==> src/verilog/board_params.svh <==
`ifndef BOARD_PARAMS_SVH
`define BOARD_PARAMS_SVH

// System clock
`define CLK_MHZ   48

// Half periods in system clocks
`define SCK_DIV   4     // I2S sck
`define TM_DIV    4     // TM1638 sio_clk

// TM1638 panel
`define N_DIGITS  8
`define N_LEDS    8
`define N_KEYS    8

`endif
==> src/verilog/audio_types_pkg.sv <==
`default_nettype none

package audio_types_pkg;

    typedef enum logic
    {
        MODE_HEX,   // Raw sample in hex
        MODE_PEAK   // Peak magnitude in hex
    } display_mode_e;

    // One left channel word from the microphone
    typedef struct packed
    {
        logic signed [23:0] value;
        logic               valid;  // Single cycle strobe
    } mic_sample_t;

    typedef struct packed
    {
        display_mode_e mode;
        logic [1:0]    gain;    // LED bar shift, 0 to 3
    } meter_cfg_t;

endpackage

`default_nettype wire

==> src/verilog/board_types_pkg.sv <==
`default_nettype none

`include "board_params.svh"

package board_types_pkg;

    typedef logic [`N_KEYS - 1:0] panel_keys_t;    // Bit k is key k, 1 when pressed

    // Segment byte is {dp, g, f, e, d, c, b, a}, digit 0 is the leftmost
    typedef struct packed
    {
        logic [`N_DIGITS - 1:0][7:0] digits;
        logic [`N_LEDS   - 1:0]      leds;
    } panel_display_t;

    typedef enum logic [2:0]
    {
        IDLE,   // Settle after reset
        CMD,    // Mode command byte, write or read
        ADDR,   // Address command byte
        DATA,   // Display bytes
        READ,   // Key bytes
        GAP     // Strobe high between commands
    } tm_state_e;

endpackage

`default_nettype wire

==> src/verilog/board_top.sv <==
`timescale 1ns/1ns
`default_nettype none

module board_top
    import board_types_pkg::*,
           audio_types_pkg::*;
(
    input  logic clk,
    input  logic arst_n,

    output logic mic_sck,
    output logic mic_ws,
    output logic mic_lr,
    input  logic mic_sd,

    output logic sio_clk,
    output logic sio_stb,
    output logic sio_data_out,
    output logic sio_data_oe,
    input  logic sio_data_in
);

    mic_sample_t    sample;
    panel_keys_t    keys;
    meter_cfg_t     cfg;
    logic           peak_clear;
    panel_display_t display;

    // --------------------------------------------------

    i2s_mic_receiver i_mic
    (
        .clk    ( clk     ),
        .arst_n ( arst_n  ),
        .sck    ( mic_sck ),
        .ws     ( mic_ws  ),
        .lr     ( mic_lr  ),
        .sd     ( mic_sd  ),
        .sample ( sample  )
    );

    meter_config i_config
    (
        .clk        ( clk        ),
        .arst_n     ( arst_n     ),
        .keys       ( keys       ),
        .cfg        ( cfg        ),
        .peak_clear ( peak_clear )
    );

    level_display i_display
    (
        .clk        ( clk        ),
        .arst_n     ( arst_n     ),
        .sample     ( sample     ),
        .cfg        ( cfg        ),
        .peak_clear ( peak_clear ),
        .display    ( display    )
    );

    // Pad buffer for DIO lives outside this top
    tm1638_board_controller i_tm1638
    (
        .clk          ( clk          ),
        .arst_n       ( arst_n       ),
        .display      ( display      ),
        .keys         ( keys         ),
        .sio_clk      ( sio_clk      ),
        .sio_stb      ( sio_stb      ),
        .sio_data_out ( sio_data_out ),
        .sio_data_oe  ( sio_data_oe  ),
        .sio_data_in  ( sio_data_in  )
    );

endmodule

`default_nettype wire

==> src/verilog/tm1638_board_controller.sv <==
`timescale 1ns/1ns
`default_nettype none

`include "board_params.svh"

module tm1638_board_controller
    import board_types_pkg::*;
(
    input  logic           clk,
    input  logic           arst_n,
    input  panel_display_t display,
    output panel_keys_t    keys,
    output logic           sio_clk,
    output logic           sio_stb,
    output logic           sio_data_out,
    output logic           sio_data_oe,
    input  logic           sio_data_in
);

    typedef enum logic [7:0]
    {
        TM_CMD_WRITE = 8'h40,   // Write, auto increment
        TM_CMD_READ  = 8'h42,   // Key scan
        TM_CMD_ADDR  = 8'hC0    // Start at address 0
    } tm_cmd_e;

    localparam int DIV_W  = $clog2(`TM_DIV + 1);
    localparam int WAIT_W = $clog2(`CLK_MHZ + 1);

    logic [DIV_W - 1:0]  div_cnt;
    logic                half_tick;
    logic [WAIT_W - 1:0] wait_cnt;
    logic                wait_done;
    tm_state_e           state;
    tm_cmd_e             cmd;           // Command being sent or next after GAP
    tm_cmd_e             cmd_after;
    logic [4:0]          half;          // 0 is a lead half, then 8 bits of two halves
    logic [3:0]          byte_cnt;
    logic [7:0]          tx_byte;
    logic [7:0]          rx_byte;
    panel_display_t      snap;
    panel_keys_t         keys_acc;
    panel_keys_t         keys_next;

    assign half_tick = (div_cnt == DIV_W'(`TM_DIV - 1));
    assign wait_done = (wait_cnt == WAIT_W'(`CLK_MHZ - 1));    // About 1 us

    always_ff @(posedge clk or negedge arst_n)
    begin
        if (!arst_n)
        begin
            div_cnt  <= '0;
            wait_cnt <= '0;
        end
        else
        begin
            div_cnt <= half_tick ? '0 : div_cnt + 1'b1;
            if (state == IDLE && !wait_done)
                wait_cnt <= wait_cnt + 1'b1;
        end
    end

    // --------------------------------------------------
    // Byte mux and key assembly

    always_comb
    begin
        case (state)
            CMD, ADDR: tx_byte = cmd;
            DATA:      tx_byte = byte_cnt[0] ? {7'b0, snap.leds[byte_cnt[3:1]]}
                                             : snap.digits[byte_cnt[3:1]];
            default:   tx_byte = 8'hFF;
        endcase
    end

    always_comb
    begin
        keys_next = keys_acc;
        keys_next[{1'b0, byte_cnt[1:0]}] = rx_byte[0];     // Key i
        keys_next[{1'b1, byte_cnt[1:0]}] = rx_byte[4];     // Key i+4
    end

    assign cmd_after = (cmd == TM_CMD_WRITE) ? TM_CMD_ADDR :
                       (cmd == TM_CMD_ADDR)  ? TM_CMD_READ : TM_CMD_WRITE;

    // --------------------------------------------------
    // Frame sequencer

    always_ff @(posedge clk or negedge arst_n)
    begin
        if (!arst_n)
        begin
            state        <= IDLE;
            cmd          <= TM_CMD_WRITE;
            half         <= '0;
            byte_cnt     <= '0;
            keys         <= '0;
            sio_clk      <= 1'b1;
            sio_stb      <= 1'b1;
            sio_data_out <= 1'b1;
            sio_data_oe  <= 1'b0;
        end
        else if (half_tick)
        begin
            case (state)
                IDLE:
                begin
                    if (wait_done)
                        state <= GAP;
                    half <= '0;
                end
                GAP:
                begin
                    half <= (half == 5'd1) ? 5'd0 : half + 1'b1;
                    if (half == 5'd1)
                    begin
                        state       <= (cmd == TM_CMD_ADDR) ? ADDR : CMD;
                        sio_stb     <= 1'b0;
                        sio_data_oe <= 1'b1;
                    end
                end
                default:
                begin
                    if (half != 5'd16)
                    begin
                        half    <= half + 1'b1;
                        sio_clk <= half[0];     // Even half ends into low
                        if (!half[0] && state != READ)
                            sio_data_out <= tx_byte[half[3:1]];
                    end
                    else
                    begin
                        half     <= '0;
                        byte_cnt <= byte_cnt + 1'b1;
                        if (state == CMD && cmd == TM_CMD_READ)
                        begin
                            state        <= READ;
                            byte_cnt     <= '0;
                            sio_data_oe  <= 1'b0;   // Chip drives DIO from here
                            sio_data_out <= 1'b1;
                        end
                        else if (state == ADDR)
                        begin
                            state    <= DATA;
                            byte_cnt <= '0;
                        end
                        else if (state == CMD || (state == DATA && byte_cnt == 4'd15)
                                 || (state == READ && byte_cnt == 4'd3))
                        begin
                            state        <= GAP;
                            cmd          <= cmd_after;
                            sio_stb      <= 1'b1;
                            sio_data_oe  <= 1'b0;
                            sio_data_out <= 1'b1;
                            if (state == READ)
                                keys <= keys_next;
                        end
                    end
                end
            endcase
        end
    end

    always_ff @(posedge clk)
    begin
        if (half_tick && state == GAP && half == 5'd1 && cmd == TM_CMD_ADDR)
            snap <= display;    // One image per data command
        if (half_tick && state == READ && half[0] && half != 5'd16)
            rx_byte[half[3:1]] <= sio_data_in;  // Sampled as sio_clk rises
        if (half_tick && state == READ && half == 5'd16)
            keys_acc <= keys_next;
    end

    // The read command must never fight the chip on DIO
    a_read_released : assert property (@(posedge clk) disable iff (!arst_n)
        (state == READ) |-> !sio_data_oe);

endmodule

`default_nettype wire

==> src/verilog/level_display.sv <==
`timescale 1ns/1ns
`default_nettype none

`include "board_params.svh"

module level_display
    import board_types_pkg::*,
           audio_types_pkg::*;
(
    input  logic           clk,
    input  logic           arst_n,
    input  mic_sample_t    sample,
    input  meter_cfg_t     cfg,
    input  logic           peak_clear,
    output panel_display_t display
);

    localparam logic [7:0] SEG_P = 8'h73;   // Segments a b e f g

    logic [23:0]    abs_val;
    logic [22:0]    mag;
    logic [22:0]    peak_q;
    logic [22:0]    peak_next;
    logic [23:0]    shown;
    logic [25:0]    shifted;
    logic [22:0]    scaled;
    panel_display_t disp_next;

    function automatic logic [7:0] hex_seg(input logic [3:0] nib);
        case (nib)
            4'h0:    hex_seg = 8'h3F;
            4'h1:    hex_seg = 8'h06;
            4'h2:    hex_seg = 8'h5B;
            4'h3:    hex_seg = 8'h4F;
            4'h4:    hex_seg = 8'h66;
            4'h5:    hex_seg = 8'h6D;
            4'h6:    hex_seg = 8'h7D;
            4'h7:    hex_seg = 8'h07;
            4'h8:    hex_seg = 8'h7F;
            4'h9:    hex_seg = 8'h6F;
            4'hA:    hex_seg = 8'h77;
            4'hB:    hex_seg = 8'h7C;
            4'hC:    hex_seg = 8'h39;
            4'hD:    hex_seg = 8'h5E;
            4'hE:    hex_seg = 8'h79;
            default: hex_seg = 8'h71;
        endcase
    endfunction

    // --------------------------------------------------
    // Magnitude and peak

    assign abs_val = sample.value[23] ? -sample.value : sample.value;
    assign mag     = abs_val[23] ? 23'h7F_FFFF : abs_val[22:0];   // Only -2^23 lands here

    always_comb
    begin
        peak_next = peak_q;
        if (peak_clear)
            peak_next = '0;
        else if (sample.valid && mag > peak_q)
            peak_next = mag;
    end

    // --------------------------------------------------
    // Panel image

    assign shown   = (cfg.mode == MODE_PEAK) ? {1'b0, peak_next} : sample.value;
    assign shifted = {3'b000, mag} << cfg.gain;
    assign scaled  = (|shifted[25:23]) ? 23'h7F_FFFF : shifted[22:0];

    always_comb
    begin
        disp_next.digits[0] = hex_seg({2'b00, cfg.gain});
        disp_next.digits[1] = (cfg.mode == MODE_PEAK) ? SEG_P : 8'h00;
        for (int d = 2; d < `N_DIGITS; d++)
            disp_next.digits[d] = hex_seg(shown[4 * (`N_DIGITS - 1 - d) +: 4]);
        for (int i = 0; i < `N_LEDS; i++)
            disp_next.leds[i] = |(scaled >> (15 + i));  // Top set bit at 15+i or above
    end

    always_ff @(posedge clk or negedge arst_n)
    begin
        if (!arst_n)
        begin
            peak_q  <= '0;
            display <= '0;
        end
        else if (sample.valid || peak_clear)
        begin
            peak_q  <= peak_next;
            display <= disp_next;
        end
    end

endmodule

`default_nettype wire

==> src/verilog/meter_config.sv <==
`timescale 1ns/1ns
`default_nettype none

module meter_config
    import board_types_pkg::*,
           audio_types_pkg::*;
(
    input  logic        clk,
    input  logic        arst_n,
    input  panel_keys_t keys,
    output meter_cfg_t  cfg,
    output logic        peak_clear
);

    panel_keys_t   keys_q;
    panel_keys_t   press;
    display_mode_e mode;
    logic [1:0]    gain;

    assign press = keys & ~keys_q;  // Rising key levels

    always_ff @(posedge clk or negedge arst_n)
    begin
        if (!arst_n)
        begin
            keys_q     <= '0;
            mode       <= MODE_HEX;
            gain       <= 2'd0;
            peak_clear <= 1'b0;
        end
        else
        begin
            keys_q <= keys;
            if (press[0])
                mode <= (mode == MODE_HEX) ? MODE_PEAK : MODE_HEX;
            if (press[1])
                gain <= gain + 2'd1;    // Wraps after 3
            peak_clear <= press[2];
        end
    end

    assign cfg = '{mode: mode, gain: gain};

    // Key levels come from a slow serial scan, so a clear is never stretched
    a_clear_pulse : assert property (@(posedge clk) disable iff (!arst_n)
        peak_clear |=> !peak_clear);

endmodule

`default_nettype wire

==> src/verilog/i2s_mic_receiver.sv <==
`timescale 1ns/1ns
`default_nettype none

`include "board_params.svh"

module i2s_mic_receiver
    import audio_types_pkg::*;
(
    input  logic        clk,
    input  logic        arst_n,
    output logic        sck,
    output logic        ws,
    output logic        lr,
    input  logic        sd,
    output mic_sample_t sample
);

    localparam int DIV_W = $clog2(`SCK_DIV + 1);

    logic [DIV_W - 1:0] div_cnt;
    logic               div_tick;
    logic               sck_rise;
    logic               sck_fall;
    logic [5:0]         period;     // sck period within the frame
    logic [4:0]         bit_cnt;
    logic               take;
    logic [22:0]        shift_q;
    logic [23:0]        value_q;
    logic               valid_q;

    // --------------------------------------------------
    // sck and ws generation

    assign div_tick = (div_cnt == DIV_W'(`SCK_DIV - 1));
    assign sck_rise = div_tick & ~sck;
    assign sck_fall = div_tick & sck;

    always_ff @(posedge clk or negedge arst_n)
    begin
        if (!arst_n)
        begin
            div_cnt <= '0;
            sck     <= 1'b0;
            period  <= '0;
        end
        else
        begin
            div_cnt <= div_tick ? '0 : div_cnt + 1'b1;
            if (div_tick)
                sck <= ~sck;
            if (sck_fall)
                period <= period + 1'b1;    // ws follows on falling sck
        end
    end

    assign ws = period[5];  // Low for the left half
    assign lr = 1'b0;       // Mic answers in the left slot

    // --------------------------------------------------
    // Left channel capture

    // MSB sits in period 1, one sck after ws falls
    assign take = sck_rise & (period >= 6'd1) & (period <= 6'd24);

    always_ff @(posedge clk or negedge arst_n)
    begin
        if (!arst_n)
        begin
            bit_cnt <= '0;
            valid_q <= 1'b0;
        end
        else
        begin
            if (sck_rise && period == 6'd0)
                bit_cnt <= '0;
            else if (take)
                bit_cnt <= bit_cnt + 1'b1;
            valid_q <= take && bit_cnt == 5'd23;
        end
    end

    always_ff @(posedge clk)
    begin
        if (take)
            shift_q <= {shift_q[21:0], sd};
        if (take && bit_cnt == 5'd23)
            value_q <= {shift_q, sd};   // Holds until the next frame
    end

    assign sample = '{value: value_q, valid: valid_q};

    // Every frame is far longer than one clock
    a_valid_single : assert property (@(posedge clk) disable iff (!arst_n)
        sample.valid |=> !sample.valid);

endmodule

`default_nettype wire

==> config.mk <==
export PLATFORM = sky130hd
export DESIGN_NAME = board_top
export DESIGN_NICKNAME = d
export VERILOG_FILES = /design/src/verilog/audio_types_pkg.sv /design/src/verilog/board_types_pkg.sv /design/src/verilog/board_top.sv /design/src/verilog/tm1638_board_controller.sv /design/src/verilog/level_display.sv /design/src/verilog/meter_config.sv /design/src/verilog/i2s_mic_receiver.sv
export VERILOG_INCLUDE_DIRS = /design/src /design/src/verilog
export SDC_FILE = /design/constraint.sdc
export NUM_CORES = 1
export LEC_CHECK = 0
export BUFFER_PORTS_ARGS = -buffer_cell sky130_fd_sc_hd__buf_2
export CAP_MARGIN = 30
export CORE_MARGIN = 1.5
export CORE_UTILIZATION = 28
export CTS_CLUSTER_DIAMETER = 120
export DETAILED_ROUTE_END_ITERATION = 8
export GPL_TIMING_DRIVEN = 0
export MAX_ROUTING_LAYER = met4
export PLACE_DENSITY_LB_ADDON = 0.2
export SYNTH_ARGS = -nofsm -noshare
export SYNTH_HDL_FRONTEND = slang
export SYNTH_SLANG_ARGS = --single-unit
==> constraint.sdc <==
create_clock -name clk -period 11.1 [get_ports clk]
set_input_delay 1.11 -clock clk [delete_from_list [all_inputs] [get_ports clk]]
set_output_delay 1.11 -clock clk [all_outputs]
set_load 0.05 [all_outputs]
==> flow_summary_export.csv <==
group,metric,value,unit
outcome,outcome,"completed",
final_layout,diodes,0,
worst_setup_path,cp_max_fo,10,
clocking,clk_latency,0.56,ns
synthesis,synth_edf_count,108,
floorplanning,dieArea,47900,µm²
hold_path,holdCritStartpoint,"i_tm1638.keys[2]$_DFFE_PN0P_",
clocking,numCtsBuffers,28,
clocking,cts_sinks,241,
synthesis,synth_ff_type,"dfrtp_1",
final_layout,final_util,32.7,%
detailed_routing,drt-total-wl,33100,µm
clocking,ctsResizeCount,0,
timing,clock_skew,0.0122,ns
detailed_routing,drt_iter0_markers,603,
worst_setup_path,crit_arrival,7.37,ns
timing,fin_crit,6.96,ns
worst_setup_path,r2r-end,"i_display.display[28]$_DFFE_PN0P_",
grt,gr-usage-all-layers,14.5,%
synthesis,synthAdderAreaFrac,8.25,%
grt,antenna_found_initial,0,
detailed_routing,avgViaCountPerCell,4.84,
floorplanning,core,45700,µm²
worst_setup_path,reg2reg_depth,24,
worst_setup_path,path_common_cell,"buf_6",
synthesis,yosysTopAreaCell,"dfrtp_1",
final_layout,fin_cells,1862,
synthesis,synth.avg_cell_area,10.9,µm²
synthesis,synth_top_family_by_area,"compound AO/OA/AOI/OAI gates",
worst_setup_path,required,11.51,ns
timing,worst_pin_slew,0.926,ns
grt,grt_pass1_vias,8997,
synthesis,yosys.area_share.simple,13.5,%
power_and_ir_drop,ir_drop,0.0000955,V
final_layout,fin_area,14900,µm²
timing,fin_crit_sh,62.7,%
grt,grt_first_pass_wirelength,52800,µm
placement,placed_area,14000,µm²
synthesis,syn_inst,1197,
worst_setup_path,path_cells,"buf_6 > nor4_4 > nand4_4 > or4_4 > buf_6 > clkbuf_1 > buf_2 > nand2_1 > ha_1 > nand4_1 > or4_4 > o21bai_1 > a31oi_4 > buf_6 > buf_6 > nor2_1 > a211oi_1 > mux2i_1 > inv_1 > ha_1 > a21oi_1 > o21a_1 > a221oi_1 > a21oi_1",
clocking,root_buffer,"clkbuf_16",
power_and_ir_drop,power_leakage,0.00573,µW
timing,finalHoldViolations,0,
synthesis,ys_seq_area_share,50.4,%
detailed_routing,dr_total_vias,9003,
synthesis,synth_xor_area_share,2.69,%
placement,hpwl,24400,µm
clocking,holdBufCountCts,0,
placement,portBuffers,9,
clocking,postCtsSetupBuffers,0,
synthesis,async_reset_ff_share,55.2,%
worst_setup_path,crit_path_end_kind,"register",
synthesis,ys_top_cells_by_area,"dfrtp_1 (25%), edfxtp_1 (25%), ha_1 (8.2%)",
clocking,cts_tree,"done",
final_layout,areaGrowthSynthToFinish,14.4,%
power_and_ir_drop,power_density,128,nW/µm²
clocking,cts-htree-levels,1,
job,max-cap-violations,0,
grt,grt_max_degree,79,
synthesis,synth-warning-count,0,
worst_setup_path,start_kind,"register",
final_layout,nFillCells,4683,
worst_setup_path,critPathMaxStageDelay,0.59,ns
synthesis,synthDistinctLibCells,82,
synthesis,syn_area,13000,µm²
synthesis,syn-num-nets,1287,
synthesis,yosysMostFrequentCell,"dfrtp_1",
worst_setup_path,regToRegStartpoint,"i_mic.value_q[7]$_DFFE_PP_",
detailed_routing,route.detailed.drc,0,
floorplanning,dieWidth,219,µm
detailed_routing,ant_nets,0,
final_layout,final_nets,1331,
worst_setup_path,r2r_setup_slack,4.14,ns
timing,fmaxAchievable,144,MHz
final_layout,multiInputGateArea,5960,µm²
detailed_routing,first_pass_iters,5,
synthesis,ys_ff_latch,241,
hold_path,hp-class,"reg2reg",
placement,pre_cts_ws,4.20,ns
worst_setup_path,crit_type,"reg2reg",
clocking,clk_pin_slew_worst_paths,0.06,ns
clocking,cts_max_path_buffers,3,
worst_setup_path,cp.depth,24,
floorplanning,pin_count,11,
placement,gp_congestion,0.860,
timing,setup_viol,0,
timing,rsz0062_at_grt,"no",
synthesis,synth_compound_area_share,14.6,%
timing,slew_headroom,37.7,%
floorplanning,initial_utilization,28.6,%
floorplanning,die_height,219,µm
placement,dp.cells,1811,
synthesis,synthMuxAreaShare,6.44,%
timing,tns,0,ns
synthesis,synth_common_cells,"dfrtp_1 (130), edfxtp_1 (108), nand2_1 (108)",
final_layout,regArea,6580,µm²
worst_setup_path,crit_slowest_cell,"nor4_4",
timing,drv_slew,0,
worst_setup_path,path_buf_inv,7,
hold_path,holdPathStages,0,
grt,grt.overflow.total,0,
worst_setup_path,crit_family,"simple AND/OR/NAND/NOR gates",
final_layout,drive_above_1_share,10.7,%
floorplanning,row_count,78,
detailed_routing,post_drt_wl_per_cell,17.8,µm
synthesis,netlist.area_leader.share,24.9,%
hold_path,min_delay_worst_endpoint,"i_config.keys_q[2]$_DFF_PN0_",
timing,layout_setup_ws,4.14,ns
==> cells by family after synthesis <==
kind of cell	Yosys count
adders and majority gates	86
DFF	241
muxes	67
xor gates and xnor gates	40
AOI/OAI and AO/OA	273
and+or+nand+nor	360
other	1
buffers and inverters	129
==> registers in the layout, indices dropped and copies added, names as in the netlist, 4 cells and up <==
name               cells
i_display.peak_q      23
i_mic.bit_cnt          5
i_mic.shift_q         23
i_tm1638.snap         57
i_mic.period           6
i_display.display     57
i_tm1638.byte_cnt      4
i_tm1638.half          5
i_tm1638.wait_cnt      6
i_mic.value_q         24
==> layer usage <==
layer  track usage, %  vias up  part of all wire, %
met5                -        -                    0
met1             19.7     4385                   49
li1                 -     4435                    -
met4             3.24        0                  2.3
met3             1.90       46                  2.9
met2             23.2      137                   46
==> layout make-up <==
class,instances,area share (%)
buffer,64,1.96
sequential,241,44.1
timing repair buffer,14,0.914
inverter,65,1.64
tap,600,5.03
clock inverter,16,1.38
multi-input combinational,827,39.9
clock buffer,35,5.07
==> worst register-to-register path, delay by kind of cell, from the launching register on <==
kind / cells / cell delay, ns
simple gates: 7 / 2.40
compound gates: 7 / 1.86
buf+inv: 7 / 1.45
fa+ha+maj: 2 / 0.41
flops: 1 / 0.38
mux: 1 / 0.30
==> metrics by stage <==
stage | hold slack (ns) | power [µW]
after detailed placement | 0.383 | 958
after floorplan | 0.362 | 945
final | 0.397 | 1900
after CTS | 0.399 | 1930
after global routing | 0.405 | 1970
after global placement | 0.382 | 957
==> layout by cell type, fill, tap and decap left out, drive strengths merged, types with 9 or more instances in the layout <==
cell     instances
inv             63
nor2           104
o21ai           66
mux2            15
xor2            12
dfrtp          130
a21oi           59
nand3           25
clkinv          11
a31oi           15
edfxtp         108
and3            11
nor2b           16
nand4           17
o22ai           12
nand2          108
nor4            10
nand2b          15
buf             33
clkbuf          80
a21o             9
a22o            10
o211ai           9
nor3            21
mux2i           40
ha              86
o31ai           13
o2bb2ai         14
xnor2           28
mux4            12
==> where the power goes <==
| part | switching [µW] | internal [µW] |
|---|---|---|
| clock | 386 | 577 |
| sequential | 0 | 927 |
| combinational | 11.1 | 1.84 |
| total | 397 | 1510 |
==> worst max path at each step <==
stage | start | end | slack, ns
6_report | i_mic.value_q[7]$_DFFE_PP_ | i_display.display[28]$_DFFE_PN0P_ | 4.14
5_1_grt | i_mic.value_q[6]$_DFFE_PP_ | i_display.display[28]$_DFFE_PN0P_ | 3.77
3_5_place_dp | i_mic.value_q[7]$_DFFE_PP_ | i_display.display[28]$_DFFE_PN0P_ | 4.20
2_1_floorplan | i_mic.div_cnt[0]$_DFF_PN0_ | i_mic.value_q[0]$_DFFE_PP_ | 5.45
4_1_cts | i_mic.value_q[7]$_DFFE_PP_ | i_display.display[28]$_DFFE_PN0P_ | 4.13
3_3_place_gp | i_mic.div_cnt[0]$_DFF_PN0_ | i_mic.value_q[9]$_DFFE_PP_ | 3.49
(Power assumes the default switching activity.)
